### src/logic/cart_params.svh
`ifndef CART_PARAMS_SVH
`define CART_PARAMS_SVH

// ##############################
// Memory address widths
// ##############################

`define PRG_AW      17	// 128 KB PRG, eight 16 KB banks.
`define CHR_AW      17	// 128 KB CHR, sixteen 8 KB banks.
`define SRM_AW      13	// 8 KB battery SRAM window.
`define CIRAM_AW    11	// Two 1 KB nametable pages.

// ##############################
// Save-state register map
// ##############################

`define SST_PRG     8'd0	// PRG bank register.
`define SST_CHR     8'd1	// CHR bank register.
`define SST_MIR     8'd2	// Packed mirroring bits.
`define SST_IDX     8'd127	// Mapper index, read only.

// iNES number of the mapper in this core
`define MAP_IDX     8'd78

`endif

### src/logic/nes_bus_pkg.sv
`default_nettype none
`include "cart_params.svh"

package nes_bus_pkg;

	// ##############################
	// CPU side
	// ##############################

	// One m2 cycle of the 6502 bus as seen by the cartridge
	typedef struct packed {
		logic [15:0] addr;	// CPU address.
		logic [7:0]  data;	// Write data.
		logic        rw;	// High on read.
	} cpu_bus;

	// ##############################
	// PPU side
	// ##############################

	// Both strobes are active high here,
	// unlike the real /RD and /WE pins
	typedef struct packed {
		logic [13:0] addr;	// PPU address.
		logic [7:0]  data;	// Write data.
		logic        rd;	// Read strobe.
		logic        wr;	// Write strobe.
	} ppu_bus;

	// ##############################
	// Memory control
	// ##############################

	// What a mapper hands to one of the cartridge memories.
	// The address is sized for the largest chip; smaller
	// memories take the low bits only.
	typedef struct packed {
		logic [`PRG_AW-1:0] addr;	// Byte address.
		logic               ce;	// Chip selected.
		logic               oe;	// Read enable.
		logic               we;	// Write enable.
		logic [7:0]         dati;	// Data into the chip.
	} mem_ctrl;

endpackage

`default_nettype wire

### src/logic/cart_sys_pkg.sv
`default_nettype none
`include "cart_params.svh"

package cart_sys_pkg;

	// ##############################
	// System side
	// ##############################

	typedef struct packed {
		logic       chr_ram;	// CHR is RAM, PPU may write it.
		logic [7:0] map_idx;	// iNES mapper number.
	} sys_cfg;

	// Register access used by save and restore
	typedef struct packed {
		logic       act;	// Save-state cycle in progress.
		logic       we_reg;	// Write dato into the register.
		logic [7:0] addr;	// Register number.
		logic [7:0] dato;	// Data towards the mapper.
	} sst_bus;

	// ##############################
	// Loader
	// ##############################

	typedef enum logic [1:0] {
		LD_PRG = 2'd0,
		LD_CHR = 2'd1,
		LD_SRM = 2'd2
	} load_tgt;

	typedef struct packed {
		logic               stb;	// One-cycle write strobe.
		load_tgt            tgt;	// Which memory.
		logic [`PRG_AW-1:0] addr;
		logic [7:0]         data;
	} load_wr;

	// ##############################
	// Mapper ports
	// ##############################

	typedef struct packed {
		nes_bus_pkg::cpu_bus cpu;
		nes_bus_pkg::ppu_bus ppu;
		sys_cfg              cfg;
		sst_bus              sst;
		logic [7:0]          prg_do;	// PRG read data.
		logic [7:0]          chr_do;	// CHR read data.
		logic [7:0]          srm_do;	// SRAM read data.
	} map_in;

	typedef struct packed {
		nes_bus_pkg::mem_ctrl prg;
		nes_bus_pkg::mem_ctrl chr;
		nes_bus_pkg::mem_ctrl srm;
		logic                 map_cpu_oe;	// Mapper owns the CPU data bus.
		logic [7:0]           map_cpu_do;
		logic                 map_ppu_oe;	// Mapper owns the PPU data bus.
		logic [7:0]           map_ppu_do;
		logic                 ciram_a10;	// Nametable page select.
		logic                 ciram_ce;	// Nametable RAM selected.
		logic [7:0]           sst_di;	// Register readback.
	} map_out;

endpackage

`default_nettype wire

### src/logic/map_078.sv
`timescale 1ns/1ps
`default_nettype none
`include "cart_params.svh"

module map_078 (
	input  wire                  m2,
	input  wire                  rst_n,
	input  wire cart_sys_pkg::map_in mai,
	output cart_sys_pkg::map_out mao
);

	nes_bus_pkg::cpu_bus  cpu;
	nes_bus_pkg::ppu_bus  ppu;
	cart_sys_pkg::sys_cfg cfg;
	cart_sys_pkg::sst_bus sst;

	nes_bus_pkg::mem_ctrl prg;
	nes_bus_pkg::mem_ctrl chr;
	nes_bus_pkg::mem_ctrl srm;

	logic [2:0] prg_reg;
	logic [3:0] chr_reg;
	logic       mirror_mode;	// Page or H/V select.
	logic       mir;	// One-screen mode.
	logic       we_latch;	// First write seen.
	logic       cpu_wr;

	assign cpu = mai.cpu;
	assign ppu = mai.ppu;
	assign cfg = mai.cfg;
	assign sst = mai.sst;

	assign cpu_wr = !cpu.rw && cpu.addr[15];	// Any write to 0x8000-0xFFFF.

	// ##############################
	// Bank registers
	// ##############################

	always_ff @(posedge m2 or negedge rst_n)
	begin
		if (!rst_n)
		begin
			prg_reg     <= 3'd0;
			chr_reg     <= 4'd0;
			mirror_mode <= 1'b0;
			mir         <= 1'b0;
			we_latch    <= 1'b0;
		end
		else if (sst.act)
		begin
			// CPU writes are locked out for the whole sequence
			if (sst.we_reg && sst.addr == `SST_PRG)
			begin
				prg_reg <= sst.dato[2:0];
			end
			if (sst.we_reg && sst.addr == `SST_CHR)
			begin
				chr_reg <= sst.dato[3:0];
			end
			if (sst.we_reg && sst.addr == `SST_MIR)
			begin
				{mirror_mode, mir, we_latch} <= sst.dato[2:0];
			end
		end
		else if (cpu_wr)
		begin
			prg_reg     <= cpu.data[2:0];
			mirror_mode <= cpu.data[3];
			chr_reg     <= cpu.data[7:4];
			we_latch    <= 1'b1;
			if (!we_latch)
			begin
				mir <= cpu.data == 8'h03;	// Board type decided once.
			end
		end
	end

	// ##############################
	// Memory decode
	// ##############################

	always_comb
	begin
		srm.ce   = cpu.addr[15:13] == 3'b011;	// 0x6000-0x7FFF.
		srm.oe   = cpu.rw;
		srm.we   = 1'b0;	// Read only window.
		srm.addr = `PRG_AW'(cpu.addr[12:0]);
		srm.dati = cpu.data;

		prg.ce   = cpu.addr[15];
		prg.oe   = cpu.rw;
		prg.we   = 1'b0;
		prg.addr = {(cpu.addr[14] ? 3'b111 : prg_reg), cpu.addr[13:0]};	// Last bank fixed.
		prg.dati = cpu.data;

		chr.ce   = !ppu.addr[13];	// Pattern tables.
		chr.oe   = ppu.rd;
		chr.we   = cfg.chr_ram && ppu.wr && !ppu.addr[13];
		chr.addr = {chr_reg, ppu.addr[12:0]};
		chr.dati = ppu.data;
	end

	// ##############################
	// Outputs
	// ##############################

	always_comb
	begin
		mao.prg = prg;
		mao.chr = chr;
		mao.srm = srm;

		mao.map_cpu_oe = (srm.ce && srm.oe) || (prg.ce && prg.oe);
		mao.map_cpu_do = srm.ce ? mai.srm_do : mai.prg_do;

		mao.map_ppu_oe = chr.ce && chr.oe;
		mao.map_ppu_do = mai.chr_do;

		// mirror_mode high picks A10, vertical arrangement
		if (mir)
		begin
			mao.ciram_a10 = mirror_mode;
		end
		else
		begin
			mao.ciram_a10 = mirror_mode ? ppu.addr[10] : ppu.addr[11];
		end
		mao.ciram_ce = ppu.addr[13];	// 0x2000-0x3FFF.

		case (sst.addr)
			`SST_PRG: mao.sst_di = {5'd0, prg_reg};
			`SST_CHR: mao.sst_di = {4'd0, chr_reg};
			`SST_MIR: mao.sst_di = {5'd0, mirror_mode, mir, we_latch};
			`SST_IDX: mao.sst_di = cfg.map_idx;
			default:  mao.sst_di = 8'hff;
		endcase
	end

endmodule

`default_nettype wire

### config.mk
export PLATFORM = sky130hd
export DESIGN_NAME = map_078
export DESIGN_NICKNAME = d
export VERILOG_FILES = /design/src/logic/nes_bus_pkg.sv /design/src/logic/cart_sys_pkg.sv /design/src/logic/map_078.sv
export VERILOG_INCLUDE_DIRS = /design/src /design/src/logic
export SDC_FILE = /design/constraint.sdc
export NUM_CORES = 1
export LEC_CHECK = 0
export BUFFER_PORTS_ARGS = -buffer_cell sky130_fd_sc_hd__buf_2
export CORE_AREA = 2 2 83 85
export CTS_BUF_LIST = sky130_fd_sc_hd__clkbuf_2 sky130_fd_sc_hd__clkbuf_4 sky130_fd_sc_hd__clkbuf_8
export DETAILED_ROUTE_END_ITERATION = 16
export DIE_AREA = 0 0 85 87
export GPL_ROUTABILITY_DRIVEN = 0
export PLACE_DENSITY = 0.75
export SYNTH_ARGS = -nofsm -noshare
export SYNTH_HDL_FRONTEND = slang
export SYNTH_SLANG_ARGS = --single-unit
export TNS_END_PERCENT = 50
### constraint.sdc
create_clock -name m2 -period 6.3 [get_ports m2]
set_input_delay 1.575 -clock m2 [delete_from_list [all_inputs] [get_ports m2]]
set_output_delay 1.575 -clock m2 [all_outputs]
set_load 0.01 [all_outputs]
After elaboration in Yosys (flattened, before gate mapping)
Cells that the tools add are included.
{"block": "classes", "n_eq_ne": 9, "n_reduce_logical": 18, "muxes": 21}
{"operator": "$pmux 8 s4", "n": 1}
{"operator": "$eq 8x2->1 const B", "n": 2}
{"operator": "$mux 1", "n": 12}
{"operator": "$mux 3", "n": 4}
{"operator": "$mux 4", "n": 3}
{"operator": "$logic_and 1x1->1", "n": 9}
{"operator": "$eq 8x1->1 const B", "n": 1}
{"operator": "$eq 8x7->1 const B", "n": 1}
{"operator": "$logic_not 8->1", "n": 1}
{"operator": "$mux 8", "n": 1}
{"operator": "$ne 2x1->1 const B", "n": 3}
{"operator": "$reduce_and 2->1", "n": 3}
{"operator": "$eq 3x2->1 const B", "n": 1}
{"operator": "$reduce_and 3->1", "n": 1}
{"operator": "$logic_not 1->1", "n": 2}
{"operator": "$ne 2x2->1 const B", "n": 1}
{"operator": "$reduce_bool 2->1", "n": 1}
{"operator": "$logic_or 1x1->1", "n": 1}
{"block": "word_totals", "output_inout_bits": 112, "regBits": 10, "word_cells": 53, "in_bits": 102}

Longest topological paths before layout
{"block": "depth", "depth_word": 4, "depth_mapped": 5, "mapped_depth_nobuf": 4}

Worst setup path after synthesis
Ideal clock, no wire load.
{"block": "synth_timing", "path_kind": "in2out", "start": "input port mai[33] in the netlist's numbering", "end": "output port mao[0] in the netlist's numbering", "stages": 5, "required_ns": 4.725, "t_arrival_ns": 2.723, "slack_ns": 2.002, "path_buffers": 1, "path_cell_list": "buf_2 nand2_1 nor3_2 a31oi_1 a211o_1"}
{"item": "from (decl)", "line_no": "map_078.sv:8", "source": "input wire cart_sys_pkg::map_in mai,"}
{"item": "to (decl)", "line_no": "map_078.sv:9", "source": "output cart_sys_pkg::map_out mao"}

==> results.md <==
### STA
* 0 ns — Total Neg Setup Slack
* 0.547 ns — final hold slack
* 4.69 ns — clock period minus final worst setup slack
* 0 — Final setup violation count
* 213 MHz — Peak Freq
* false — unrepaired setup endpoints after global routing
* 57.4% — max-slew headroom at the worst pin
* 0.000195 ns — setup clock skew after layout
* 74.4% — Final Cycle Share
* 0.636 ns — pin slew with the least headroom to its limit
* 1.61 ns — PnR worst setup slack
* 0 — Max Transition Viols Final
* 0 — endpoints failing hold

### Finish
* 25.0% — final core occ
* 4 — Largest register FFs
* 5.04% — area overhead of the layout relative to synthesis
* 0 — Inserted Diodes
* 55.3% — fraction of final layout cells with drive strength greater than 1
* 1640 sq um — post-route cell area
* 721 — filler cell count in the final layout
* 317 — non-filler instance count after layout
* 341 — final net count

### Floorplan
* 7400 sq um — die outline area
* 85 microns — overall die width
* 87 microns — die height
* 214 — I/O pin count
* 23.8% — Initial Utilization
* 6570 sq um — core footprint
* 30 — count of standard-cell rows

### Setup path
* 2 — depth of the worst register-to-register path
* 2 — combined buffer and inverter count along the critical path
* output port — capturing element type of the critical path
* 3.11 ns — data arrival time of the critical path
* 6 — Crit path depth
* sky130_fd_sc_hd__nor3_2 — library cell contributing the largest single delay on the critical path
* 0.51 ns — delay of the slowest cell on the worst path
* buf_2 > nand2_1 > nor3_2 > a31oi_1 > a211o_1 > buf_2 — cells along the critical path
* primary input — Startpoint Class
* simple AND/OR/NAND/NOR gates — kind of cell with the highest combined delay on the critical path
* 4.72 ns — required time at the worst-slack endpoint
* 9 — Max FO, Critical Path
* primary input to output port — type of the setup path with the least slack
* sky130_fd_sc_hd__buf_2 — library cell appearing most often on the critical path

### Place
* 314 — number of cells after detailed placement
* 1600 sq um — post-place instance area
* 3690 microns — hpwl dp
* 1.59 ns — worst slack, placed
* 110 — Port Buffers

### Logic synthesis
* 100% — proportion of register bits with asynchronous set or reset after synthesis
* 0 — Post-synth EDFFs
* 10 — number of flip-flops and latches in the synthesized netlist
* sky130_fd_sc_hd__buf_4, sky130_fd_sc_hd__nand2_1, sky130_fd_sc_hd__dfrtp_1, sky130_fd_sc_hd__inv_1, sky130_fd_sc_hd__o21ai_0 — top cells by instance count after synthesis
* 0% — fraction of the mapped netlist area in adder cells
* 36 — Yosys cell types
* sky130_fd_sc_hd__dfrtp_1 — commonest register cell after synthesis
* 0% — xor and xnor area share after synthesis
* buffers and inverters — dominant combinational cell family by area after synthesis
* 7.67 sq um — Avg Synthesized Cell Area
* 16.0% — sequential-to-total area share from yosys stat
* 19.0% — Simple-Gate Fraction of Synth Area
* sky130_fd_sc_hd__buf_4 — dominant cell by count in the synthesized netlist
* 39.8% — share of the synthesized area in the top cell type
* 0 — yosys synthesis warning count
* 1570 sq um — cell area after technology mapping
* 11.5% — compound-gate portion of the synthesized area
* sky130_fd_sc_hd__buf_4 — cell type with the highest aggregate area in the netlist
* 204 — cell count after synthesis
* sky130_fd_sc_hd__buf_4, sky130_fd_sc_hd__dfrtp_1, sky130_fd_sc_hd__nand2_1, sky130_fd_sc_hd__mux2_2, sky130_fd_sc_hd__o21ai_0 — Area contributors post-synth
* 10.5% — fraction of synthesized area in multiplexers

### Global routing
* 5740 microns — wire length of the first global-routing pass
* 0 — overflow left after global routing
* 0 — antenna violations before repair
* 16 — pin count of the biggest net entering global routing
* 1,187 — vias in the first global route
* 9.85% — global router's overall resource usage

### Drt
* 4150 microns — total detailed-routing wirelength
* 0 — DRC viols
* 30 — number of design-rule violations left by the first detailed-router iteration
* 0 — Antenna Nets Post-Route
* 13.1 microns — Avg WL per Cell
* 4 — drt pass-1 iters
* 1,399 — count of vias placed by the detailed router
* 4.41 — Via-to-Cell Ratio

### Clock tree
* 0.23 ns — clock latency of the later-clocked register in the worst-skew pair
* 0 — cells resized by post-CTS repair
* 10 — number of clock sinks
* 2 — Max Root-Sink Buffers
* 0 — hold-fix buffer count after cts
* sky130_fd_sc_hd__clkbuf_8 — clock root cell
* 0 — post-CTS setup buffers
* done — CTS tree
* 3 — number of buffers created by CTS
* 0.05 ns — Clock transition at path regs
* 1 — H-tree levels

### Pwr
* 0.254 mW — total power
* 154 nW/um^2 — power per cell area
* 156 uV — maximum vdd drop
* 0.909 nW — leakage

### Status
* finished clean — outcome

### Run
* 0 — max-cap check violation count

### Worst hold path
* 1 — cell depth of the worst min-delay path
* register to register — worst hold path type

-- layer usage --
layer	share of wire (%)	global-route usage [%]
met3	12	2.65
met2	52	19.2
met4	1.8	3.61
met1	34	9.89
met5	0	0
-- area by class of cell --
| type | instances | area (sq um) | share of cell area, % |
|---|---|---|---|
| clock buffers | 3 | 41.3 | 2.51 |
| inverters | 10 | 37.5 | 2.28 |
| multi-input cells | 104 | 664 | 40.4 |
| flip-flops and latches | 10 | 250 | 15.2 |
| well taps | 80 | 100 | 6.09 |
| repair buffers | 110 | 551 | 33.5 |
-- cell families after synthesis --
kind of cell	Yosys count
flops	10
compound gates	26
buf+inv	95
mux	14
simple gates	58
other cells	1
-- final timing paths --
| kind | start | end | slack (ns) |
|---|---|---|---|
| setup / recovery | mai[33] | mao[2] | 1.61 |
| setup reg to reg | we_latch | mir | 5.22 |
| hold reg to reg | chr_reg[3] | chr_reg[3] | 0.55 |
| min in group asynchronous | rst_n | chr_reg[0] | 1.20 |
| max in group asynchronous | rst_n | we_latch | 4.91 |
| hold / removal | chr_reg[3] | chr_reg[3] | 0.55 |
-- cells in the final DEF (no fill, tap or decap), types with 2 or more instances in the layout --
cell                          n
sky130_fd_sc_hd__nand3_1      3
sky130_fd_sc_hd__inv_1        9
sky130_fd_sc_hd__o2bb2ai_1    3
sky130_fd_sc_hd__conb_1       6
sky130_fd_sc_hd__buf_2      110
sky130_fd_sc_hd__nor2b_1      2
sky130_fd_sc_hd__a31oi_1      2
sky130_fd_sc_hd__a211o_1      3
sky130_fd_sc_hd__nor2_1       3
sky130_fd_sc_hd__clkbuf_8     3
sky130_fd_sc_hd__a21o_1       4
sky130_fd_sc_hd__and3_1       2
sky130_fd_sc_hd__mux2_2       7
sky130_fd_sc_hd__mux2_4       3
sky130_fd_sc_hd__dfrtp_1     10
sky130_fd_sc_hd__nand4b_1     2
sky130_fd_sc_hd__o21ai_0      9
sky130_fd_sc_hd__nand2_1     34
sky130_fd_sc_hd__mux2i_1      4
sky130_fd_sc_hd__or2_2        3
-- power by group --
group | switching, mW | internal, mW | leakage [nW] | total, mW
logic | 0.0492 | 0.0500 | 0.768 | 0.0992
clock network | 0.0246 | 0.0418 | 0.0216 | 0.0664
registers | 0.0126 | 0.0758 | 0.119 | 0.0883
total | 0.0864 | 0.168 | 0.909 | 0.254
Power figures use the tool's default switching activity.
