===== config.mk =====
export PLATFORM = sky130hd
export DESIGN_NAME = sst_engine
export DESIGN_NICKNAME = d
export VERILOG_FILES = /design/src/logic/nes_bus_pkg.sv /design/src/logic/cart_sys_pkg.sv /design/src/logic/sst_engine.sv
export VERILOG_INCLUDE_DIRS = /design/src /design/src/logic
export SDC_FILE = /design/constraint.sdc
export NUM_CORES = 1
export LEC_CHECK = 0
export BUFFER_PORTS_ARGS = -buffer_cell sky130_fd_sc_hd__buf_4
export CORE_MARGIN = 2
export CORE_UTILIZATION = 35
export DETAILED_ROUTE_END_ITERATION = 10
export PLACE_DENSITY = 0.54
export SYNTH_ARGS = -nofsm -noshare
export SYNTH_HDL_FRONTEND = slang
export SYNTH_SLANG_ARGS = --single-unit

===== constraint.sdc =====
create_clock -name m2 -period 4.47 [get_ports m2]
set_clock_uncertainty 0.05 [all_clocks]
set_input_delay 0 -clock m2 [delete_from_list [all_inputs] [get_ports m2]]
set_output_delay 0 -clock m2 [all_outputs]
set_load 0.01 [all_outputs]

===== src/logic/cart_params.svh =====
`ifndef CART_PARAMS_SVH
`define CART_PARAMS_SVH

// ##############################
// Memory address widths
// ##############################

`define PRG_AW      17	// 128 KB PRG, eight 16 KB banks.
`define CHR_AW      17	// 128 KB CHR, sixteen 8 KB banks.
`define SRM_AW      13	// 8 KB battery SRAM window.
`define CIRAM_AW    11	// Two 1 KB nametable pages.

// ##############################
// Save-state register map
// ##############################

`define SST_PRG     8'd0	// PRG bank register.
`define SST_CHR     8'd1	// CHR bank register.
`define SST_MIR     8'd2	// Packed mirroring bits.
`define SST_IDX     8'd127	// Mapper index, read only.

// iNES number of the mapper in this core
`define MAP_IDX     8'd78

`endif


===== src/logic/nes_bus_pkg.sv =====
`default_nettype none
`include "cart_params.svh"

package nes_bus_pkg;

	// ##############################
	// CPU side
	// ##############################

	// One m2 cycle of the 6502 bus as seen by the cartridge
	typedef struct packed {
		logic [15:0] addr;	// CPU address.
		logic [7:0]  data;	// Write data.
		logic        rw;	// High on read.
	} cpu_bus;

	// ##############################
	// PPU side
	// ##############################

	// Both strobes are active high here,
	// unlike the real /RD and /WE pins
	typedef struct packed {
		logic [13:0] addr;	// PPU address.
		logic [7:0]  data;	// Write data.
		logic        rd;	// Read strobe.
		logic        wr;	// Write strobe.
	} ppu_bus;

	// ##############################
	// Memory control
	// ##############################

	// What a mapper hands to one of the cartridge memories.
	// The address is sized for the largest chip; smaller
	// memories take the low bits only.
	typedef struct packed {
		logic [`PRG_AW-1:0] addr;	// Byte address.
		logic               ce;	// Chip selected.
		logic               oe;	// Read enable.
		logic               we;	// Write enable.
		logic [7:0]         dati;	// Data into the chip.
	} mem_ctrl;

endpackage

`default_nettype wire


===== src/logic/cart_sys_pkg.sv =====
`default_nettype none
`include "cart_params.svh"

package cart_sys_pkg;

	// ##############################
	// System side
	// ##############################

	typedef struct packed {
		logic       chr_ram;	// CHR is RAM, PPU may write it.
		logic [7:0] map_idx;	// iNES mapper number.
	} sys_cfg;

	// Register access used by save and restore
	typedef struct packed {
		logic       act;	// Save-state cycle in progress.
		logic       we_reg;	// Write dato into the register.
		logic [7:0] addr;	// Register number.
		logic [7:0] dato;	// Data towards the mapper.
	} sst_bus;

	// ##############################
	// Loader
	// ##############################

	typedef enum logic [1:0] {
		LD_PRG = 2'd0,
		LD_CHR = 2'd1,
		LD_SRM = 2'd2
	} load_tgt;

	typedef struct packed {
		logic               stb;	// One-cycle write strobe.
		load_tgt            tgt;	// Which memory.
		logic [`PRG_AW-1:0] addr;
		logic [7:0]         data;
	} load_wr;

	// ##############################
	// Mapper ports
	// ##############################

	typedef struct packed {
		nes_bus_pkg::cpu_bus cpu;
		nes_bus_pkg::ppu_bus ppu;
		sys_cfg              cfg;
		sst_bus              sst;
		logic [7:0]          prg_do;	// PRG read data.
		logic [7:0]          chr_do;	// CHR read data.
		logic [7:0]          srm_do;	// SRAM read data.
	} map_in;

	typedef struct packed {
		nes_bus_pkg::mem_ctrl prg;
		nes_bus_pkg::mem_ctrl chr;
		nes_bus_pkg::mem_ctrl srm;
		logic                 map_cpu_oe;	// Mapper owns the CPU data bus.
		logic [7:0]           map_cpu_do;
		logic                 map_ppu_oe;	// Mapper owns the PPU data bus.
		logic [7:0]           map_ppu_do;
		logic                 ciram_a10;	// Nametable page select.
		logic                 ciram_ce;	// Nametable RAM selected.
		logic [7:0]           sst_di;	// Register readback.
	} map_out;

endpackage

`default_nettype wire


===== src/logic/sst_engine.sv =====
`timescale 1ns/1ps
`default_nettype none
`include "cart_params.svh"

module sst_engine (
	input  wire                  m2,
	input  wire                  rst_n,
	input  wire                  save_req,
	input  wire                  restore_req,
	input  wire [7:0]            sst_di,
	output cart_sys_pkg::sst_bus sst,
	output logic                 sst_busy,
	output logic                 sst_done
);

	logic [1:0] step;
	logic       mode;	// High while restoring.
	logic       last_step;
	logic [7:0] step_addr;
	logic [7:0] snap [4];	// One byte per register.

	// ##############################
	// Address table
	// ##############################

	always_comb
	begin
		case (step)
			2'd0:    step_addr = `SST_PRG;
			2'd1:    step_addr = `SST_CHR;
			2'd2:    step_addr = `SST_MIR;
			default: step_addr = `SST_IDX;
		endcase
	end

	assign last_step = step == 2'd3;

	// ##############################
	// Sequencer
	// ##############################

	always_ff @(posedge m2 or negedge rst_n)
	begin
		if (!rst_n)
		begin
			sst_busy <= 1'b0;
			sst_done <= 1'b0;
			step     <= 2'd0;
			mode     <= 1'b0;
		end
		else
		begin
			sst_done <= 1'b0;
			if (!sst_busy)
			begin
				if (save_req || restore_req)
				begin
					sst_busy <= 1'b1;
					mode     <= !save_req;	// Save wins a tie.
					step     <= 2'd0;
				end
			end
			else
			begin
				step <= step + 2'd1;
				if (last_step)
				begin
					sst_busy <= 1'b0;
					sst_done <= 1'b1;	// Single pulse.
				end
			end
		end
	end

	// Snapshot of the mapper state
	always_ff @(posedge m2)
	begin
		if (sst_busy && !mode)
		begin
			snap[step] <= sst_di;
		end
	end

	always_comb
	begin
		sst.act    = sst_busy;
		sst.we_reg = sst_busy && mode && !last_step;	// Index is read only.
		sst.addr   = step_addr;
		sst.dato   = snap[step];
	end

endmodule

`default_nettype wire


# Yosys cells after proc, flatten, opt, wreduce, memory -nomap -nowiden

Memory sizes are Yosys's and may differ from the RTL's.
Index checks and enable logic that the tools add are counted.

Flip-flop bits (word level): 5
Memory bits (writable): 32
Input bits: 12
Logic and storage cells: 30
Memories: 1

Memory list:

| name | depth | bits a word | read ports | clocked after memory_dff | write ports | line             | source |
|---|---|---|---|---|---|---|---|
| snap | 4     | 8           | 1          | 0                        | 1           | sst_engine.sv:20 | `logic [7:0] snap [4];` |

$add $sub $neg: 1
Equal/unequal tests: 3
Mux-type cells: 10
Bitwise operators: 1
Reduce and logical (&&, ||, !) cells: 10

Operators by type and width:

| operator            | number |
|---|---|
| $pmux 7 s3          | 1 |
| $mux 1              | 7 |
| $eq 2x2->1 const B  | 2 |
| $mux 2              | 2 |
| $logic_and 1x1->1   | 3 |
| $logic_not 1->1     | 3 |
| $add 2x1->2 const B | 1 |
| $eq 2x1->1 const B  | 1 |
| $logic_not 2->1     | 1 |
| $reduce_and 2->1    | 1 |
| $reduce_bool 2->1   | 1 |
| $logic_or 1x1->1    | 1 |
| $not 1->1           | 1 |

# Logic depth before layout (Yosys ltp)

Gate-level depths: netlist of the first run.

Word-level depth: 4
Depth in mapped cells: 5
Gate-level depth less buffers: 4

# Least setup slack after synthesis of the first run

No wires, ideal clock.

Path type: reg-to-reg
From: register sst_busy
To: memory snap[3][0], enable pin
Library setup time: 0.332 ns
Data arrival time: 1.055 ns
Path slack: 3.033 ns
Stages on the path, launching flop included: 4
Path buffers: 1
Clock period less this slack: 1.437 ns
Path through: dfrtp_1 -> clkbuf_2 -> nor2b_1 -> and2_1

Word-level cells in the longest chain between the ends: 3

RTL lines:

| what                         | line             | source |
|---|---|---|
| start, declared              | sst_engine.sv:12 | `output logic sst_busy,` |
| start signal, assigned       | sst_engine.sv:46 | `sst_busy <= 1'b0;` |
| start signal, assigned       | sst_engine.sv:58 | `sst_busy <= 1'b1;` |
| start signal, assigned       | sst_engine.sv:68 | `sst_busy <= 1'b0;` |
| $logic_and 1x1->1            | sst_engine.sv:78 | `if (sst_busy && !mode)` |
| $mux 1                       | sst_engine.sv:78 |  |
| $mux 1 (not written as such) | sst_engine.sv:80 | `snap[step] <= sst_di;` |
| end, declared                | sst_engine.sv:20 |  |

No other way between the ends.

# Final worst setup path of the first run

From: register step[0]
To: register step[1]

Word-level cells in the longest chain between the ends: 2

RTL lines:

| what                   | line             | source |
|---|---|---|
| start, declared        | sst_engine.sv:16 | `logic [1:0] step;` |
| start signal, assigned | sst_engine.sv:65 | `step <= step + 2'd1;` |
| $add 2x1->2            | sst_engine.sv:65 |  |
| $mux 2                 | sst_engine.sv:54 | `if (!sst_busy)` |

No other way between the ends.
A chain may end at the register's enable or synchronous reset.

==> impl_metrics.ini, run 1 <==
[route]
routed_wirelength_mm = 2.505
drt_iter0_drcs = 50
detailroute.via_count = 786
drt_pre_antenna_iters = 4
drc_errors_left = 0
ant_nets = 0
avgViaCountPerCell = 4.596
post_drt_wl_per_cell_um = 14.65

[power]
p_switching_mw = 0.3842
share_seq_of_total_power_pct = 45.1
power-per-cell-area_nw_per_um2 = 639.4
combinationalPowerShare_pct = 37.8
sw_share_pct = 31.00
internal_power_mw = 0.8550
irDropWorstVdd_mv = 0.4164
power.leakage_nw = 0.7485
clock_power_share_pct = 17.1

[final_layout]
antenna-diode-count = 0
nFillCells = 378
area.growth.synth_to_final_pct = 27.70
final_design_area_no_fill_um2 = 1938
layout.cells.most_common = sky130_fd_sc_hd__edfxtp_1
final_cell_mix = sky130_fd_sc_hd__edfxtp_1, sky130_fd_sc_hd__buf_4, sky130_fd_sc_hd__dlygate4sd3_1
layout-drive-gt1-share_pct = 38.84
design.final.nets = 137

[status]
status = complete, no violations

[die]
num_rows = 23
core_area_um2 = 4086
floorplan.initialDensity_pct = 37.14
die_ar_um2 = 4879
floorplan.die.height_um = 69.85
floorplan.io_pins = 32
die_x_um = 69.85

[timing]
timing_hold_violations_final = 0
slew_headroom_pct = 52.15
finalCriticalPeriod_ns = 2.150
grt_setup_unrepaired = false
finalMaxSlewViolations = 0
least_margin_pin_slew_ns = 0.7178
setup_tns_ns = 0
post-route-period-util_pct = 48.11
clock.fmax_mhz = 465.0
setup_viol_count_final = 0

[job]
drv.max_cap_violation_count = 0

[global_routing]
grt_max_degree = 14
grt_antenna_before_repair = 0
overflow = 0
grt_usage_pct = 11.33
first_global_vias = 862
global_route_wire_length_before_repair_mm = 4.105

[cts]
clock_sinks = 37
cts_tree = yes
cts_buffer_count = 5
insertion_delay_ns = 0.28
clk_pin_slew_ns = 0.07
clock_tree.root_cell = sky130_fd_sc_hd__clkbuf_8
htreeDepth = 2
cts_buffer_depth = 2
cts_resized = 0

[yosys]
synthesis.nets = 97
yosys_reg_bits = 37
synthCells = 80
synth.yosys.warnings = 0
seq_area_frac_synth_pct = 71.56
postSynthAreaPerCell_um2 = 18.97
distinct_cell_type_count_of_the_synthesized_netlist = 18
netlist_area_um2 = 1518

[place]
place.gp.congestion = 0.6672
dpl_cell_area_um2 = 1737
placement.io_buffers = 30
place_hpwl_mm = 1.611

[setup_path]
critPathCaptureType = flip-flop
arr_time_crit_path_ns = 2.26
cp_cell_sequence = inv_1 -> ha_1 -> nand2_1 -> o41ai_1 -> dlygate4sd3_1
worstPathMaxFanout = 13
critical-path-max-stage-delay_ns = 0.81
timing.critical_path.required_ns = 4.58
timing.critical_path.slowest_stage_cell = sky130_fd_sc_hd__dfrtp_1
timing.setup.critical_path_class = reg2reg
critPathLaunchType = flip-flop

[worst_hold_path]
hp-class = in2async
sequential cells by signal (all words and copies together) (netlist names):
name / count
sst_done: 1
snap: 32
mode: 1
sst_busy: 1
step: 2
critical path, delay by kind of cell (launching register included):
kind / cells / cell delay (ns)
AO/OA/AOI/OAI: 1 / 0.07
AND/OR/NAND/NOR: 1 / 0.07
flip-flops: 1 / 0.81
adder cells (fa/ha/maj): 1 / 0.33
buffers and inverters: 2 / 0.71
cells by family (layout without fill, tap and decap cells):
group / after synthesis / in the layout / synth area share (%)
flip-flops: 37 / 37 / 71.56
AND/OR/NAND/NOR: 14 / 14 / 5.029
buffers and inverters: 12 / 53 / 5.276
multiplexers: 9 / 9 / 12.61
adder cells (fa/ha/maj): 5 / 5 / 4.122
AO/OA/AOI/OAI: 2 / 2 / 1.154
other: 1 / 1 / 0.2471
metal layers:
metal  track usage (%)  vias to the layer above  routed length [µm]
li1                  -                      374                   -
met1             14.46                      384                1125
met2             17.35                       23                1195
met3             4.473                        5                 143
met4             4.487                        0                  40
met5                 0                        -                   0
layout make-up:
class                      instances  area (µm²)  area share (%)
clock buffer                       5       68.82           3.551
inverter                           3       11.26          0.5810
clock inverter                     3       12.51          0.6456
multi-input combinational         31       351.6           18.14
sequential                        37        1086           56.04
tap                               50       62.56           3.228
timing repair buffer              42       345.3           17.82
what timing repair did:
| action | CTS | global route |
|---|---|---|
| buffers inserted | 0 | 0 |
| hold buffers | 12 | 0 |
| hold endpoints to repair | 40 | 0 |
final timing paths:
path | depth (start not counted) | start | end | slack (ns)
worst max-delay path | 5 | step[0] | step[1] | 2.32
worst min-delay path | 2 | rst_n | sst_busy | 0.004
worst max register to register | 5 | step[0] | step[1] | 2.32
worst min register to register | 1 | mode | mode | 0.54
max in group asynchronous | 2 | rst_n | sst_done | 4.26
min in group m2 | 3 | save_req | mode | 0.40
power groups by stage:
| stage | clock (mW) | sequential [mW] | combinational, mW |
|---|---|---|---|
| after floorplan | 0 | 0.515 | 0.328 |
| after global placement | 0 | 0.565 | 0.453 |
| after detailed placement | 0 | 0.568 | 0.455 |
| after CTS | 0.217 | 0.560 | 0.478 |
| after global routing | 0.232 | 0.574 | 0.510 |
| final | 0.212 | 0.559 | 0.468 |
synth_stat cells:
| master | number | area [µm²] |
|---|---|---|
| sky130_fd_sc_hd__a2bb2oi_1 | 1 | 8.760 |
| sky130_fd_sc_hd__and2_1 | 5 | 31.28 |
| sky130_fd_sc_hd__buf_4 | 7 | 52.55 |
| sky130_fd_sc_hd__buf_6 | 1 | 11.26 |
| sky130_fd_sc_hd__clkbuf_2 | 1 | 5.000 |
| sky130_fd_sc_hd__conb_1 | 1 | 3.750 |
| sky130_fd_sc_hd__dfrtp_1 | 5 | 125.1 |
| sky130_fd_sc_hd__edfxtp_1 | 32 | 960.9 |
| sky130_fd_sc_hd__ha_1 | 5 | 62.56 |
| sky130_fd_sc_hd__inv_1 | 3 | 11.26 |
| sky130_fd_sc_hd__mux2_2 | 1 | 11.26 |
| sky130_fd_sc_hd__mux4_2 | 8 | 180.2 |
| sky130_fd_sc_hd__nand2_1 | 2 | 7.510 |
| sky130_fd_sc_hd__nor2_1 | 2 | 7.510 |
| sky130_fd_sc_hd__nor2b_1 | 2 | 12.51 |
| sky130_fd_sc_hd__nor3_1 | 1 | 5.000 |
| sky130_fd_sc_hd__o41ai_1 | 1 | 8.760 |
| sky130_fd_sc_hd__or2_2 | 2 | 12.51 |
through the flow:
stage	instances	total power [mW]	util, %	setup slack, ns	hold slack, ns
final	171	1.239	47.43	2.320	0.004235
after global routing	171	1.316	47.43	2.136	0.008433
after CTS	171	1.255	47.43	2.308	0.007462
after detailed placement	151	1.023	42.50	2.552	-0.2420
after global placement	151	1.019	42.50	2.596	-0.2439
after floorplan	80	0.8431	-	3.033	-0.3456
(Power assumes the default switching activity.)
==> inputs of run 2 (changes only) <==
- clock period: 4.47 -> 2.2 ns (I/O delays scaled with it)
==> run 2 against run 1 <==
  * Routed wire length shrank 0.44%
  * Maximum frequency grew 9.1%
  * Critical endpoint unchanged
  * Register-to-register slack lost 2.1 ns
  * Largest cell class unchanged
  * Critical path depth is the same
==> impl_metrics.ini, run 2 (synthesis results as in run 1) <==
[status]
status = complete, no violations

[route]
post_drt_wl_per_cell_um = 14.58
drt_iter0_drcs = 48
ant_nets = 0
detailroute.via_count = 779
avgViaCountPerCell = 4.556
drc_errors_left = 0
drt_pre_antenna_iters = 4
routed_wirelength_mm = 2.494

[global_routing]
global_route_wire_length_before_repair_mm = 4.278
overflow = 0
grt_antenna_before_repair = 0
grt_max_degree = 13
grt_usage_pct = 11.56
first_global_vias = 891

[cts]
clk_pin_slew_ns = 0.07
post_cts.repair.setup_buffers = 0
clock_sinks = 37
insertion_delay_ns = 0.27
cts_buffer_depth = 2
clock_tree.root_cell = sky130_fd_sc_hd__clkbuf_8
htreeDepth = 2
cts_tree = yes
cts_buffer_count = 5

[timing]
setup_tns_ns = 0
post-route-period-util_pct = 89.62
clock.fmax_mhz = 507.2
finalCriticalPeriod_ns = 1.972
finalMaxSlewViolations = 0
setup_viol_count_final = 0
slew_headroom_pct = 66.22
grt_setup_unrepaired = false
timing_hold_violations_final = 0
least_margin_pin_slew_ns = 0.5067

[power]
power-per-cell-area_nw_per_um2 = 1297
sw_share_pct = 30.46
power.leakage_nw = 0.7491
combinationalPowerShare_pct = 39.4
share_seq_of_total_power_pct = 43.9
internal_power_mw = 1.750
irDropWorstVdd_mv = 0.8217
clock_power_share_pct = 16.7
p_switching_mw = 0.7665

[final_layout]
final_cell_mix = sky130_fd_sc_hd__edfxtp_1, sky130_fd_sc_hd__buf_4, sky130_fd_sc_hd__dlygate4sd3_1
largestRegisters = snap x32, step x2
layout.cells.most_common = sky130_fd_sc_hd__edfxtp_1
design.final.nets = 138
area.growth.synth_to_final_pct = 27.86
largest_reg_flops = 32
fin_cells = 171
nFillCells = 362
regMostFlops = snap
antenna-diode-count = 0
layout-drive-gt1-share_pct = 38.84

[job]
drv.max_cap_violation_count = 0

[place]
place.gp.congestion = 0.6869
placement.io_buffers = 30
placed_cells = 152
place_hpwl_mm = 1.689

[setup_path]
timing.critical_path.required_ns = 2.31
critPathCaptureType = flip-flop
critPathLaunchType = flip-flop
arr_time_crit_path_ns = 2.08
timing.setup.critical_path_class = reg2reg
worstPathMaxFanout = 12

[die]
die_ar_um2 = 4879
floorplan.die.height_um = 69.85
core_area_um2 = 4086
die_x_um = 69.85
floorplan.io_pins = 32
num_rows = 23
floorplan.initialDensity_pct = 37.14

[worst_hold_path]
hp-class = in2async
[run 2: changes by cell type in the layout (fill, tap and decap cells not counted)]
cell,before,now
sky130_fd_sc_hd__buf_4,30,31
sky130_fd_sc_hd__clkbuf_1,0,1
sky130_fd_sc_hd__clkinv_2,1,0
sky130_fd_sc_hd__clkinv_1,2,1
[run 2: critical path, stage by stage (launching register included)]
cell and delay, ns:
sky130_fd_sc_hd__dfrtp_1 0.66, sky130_fd_sc_hd__inv_1 0.16, sky130_fd_sc_hd__ha_1 0.30, sky130_fd_sc_hd__nand2_1 0.06, sky130_fd_sc_hd__o41ai_1 0.06, sky130_fd_sc_hd__dlygate4sd3_1 0.56
[run 2: power groups by stage]
stage	clock network, mW	logic [mW]	registers, mW
after floorplan	0	0.667	1.05
after global placement	0	0.967	1.12
after detailed placement	0	0.968	1.13
after CTS	0.434	1.01	1.11
after global routing	0.461	1.08	1.13
final	0.419	0.992	1.11
[run 2: worst paths after layout]
path | startpoint | endpoint | slack [ns] | cells past startpoint
setup / recovery | step[1] | step[1] | 0.23 | 5
hold / removal | rst_n | sst_busy | 0.006 | 2
setup reg to reg | step[1] | step[1] | 0.23 | 5
hold reg to reg | mode | mode | 0.53 | 1
max in group asynchronous | rst_n | step[0] | 1.99 | 2
min in group m2 | save_req | mode | 0.41 | 3
[run 2: what timing repair did]
| item | CTS | global route |
|---|---|---|
| hold endpoints to repair | 40 | 0 |
| hold buffers | 12 | 0 |
| gates resized for setup | 0 | 0 |
[run 2: through the flow]
stage | worst slack, ns | util [%] | hold slack, ns | area [µm²] | power (mW)
floorplan | 0.7630 | - | -0.3456 | 1518 | 1.713
global placement | 0.4217 | 42.68 | -0.2442 | 1744 | 2.090
detailed placement | 0.4174 | 42.68 | -0.2446 | 1744 | 2.096
CTS | 0.1923 | 47.49 | 0.004661 | 1941 | 2.560
global route | 0.1055 | 47.49 | 0.02701 | 1941 | 2.676
finish | 0.2283 | 47.49 | 0.006121 | 1941 | 2.517
[run 2: cell type report]
class	instances	area, µm²	area share, %
clock inverter	1	3.754	0.1934
tap	50	62.56	3.224
sequential	37	1086	55.96
multi-input combinational	31	351.6	18.12
timing repair buffer	43	352.8	18.18
clock buffer	6	72.57	3.740
inverter	3	11.26	0.5803
[run 2: per-layer routing]
| metal | up-vias | wire [µm] | track usage, % |
|---|---|---|---|
| li1 | 372 | - | - |
| met1 | 384 | 1096 | 14.61 |
| met2 | 21 | 1262 | 18.31 |
| met3 | 2 | 110 | 4.473 |
| met4 | 0 | 24 | 3.846 |
| met5 | - | 0 | 0 |
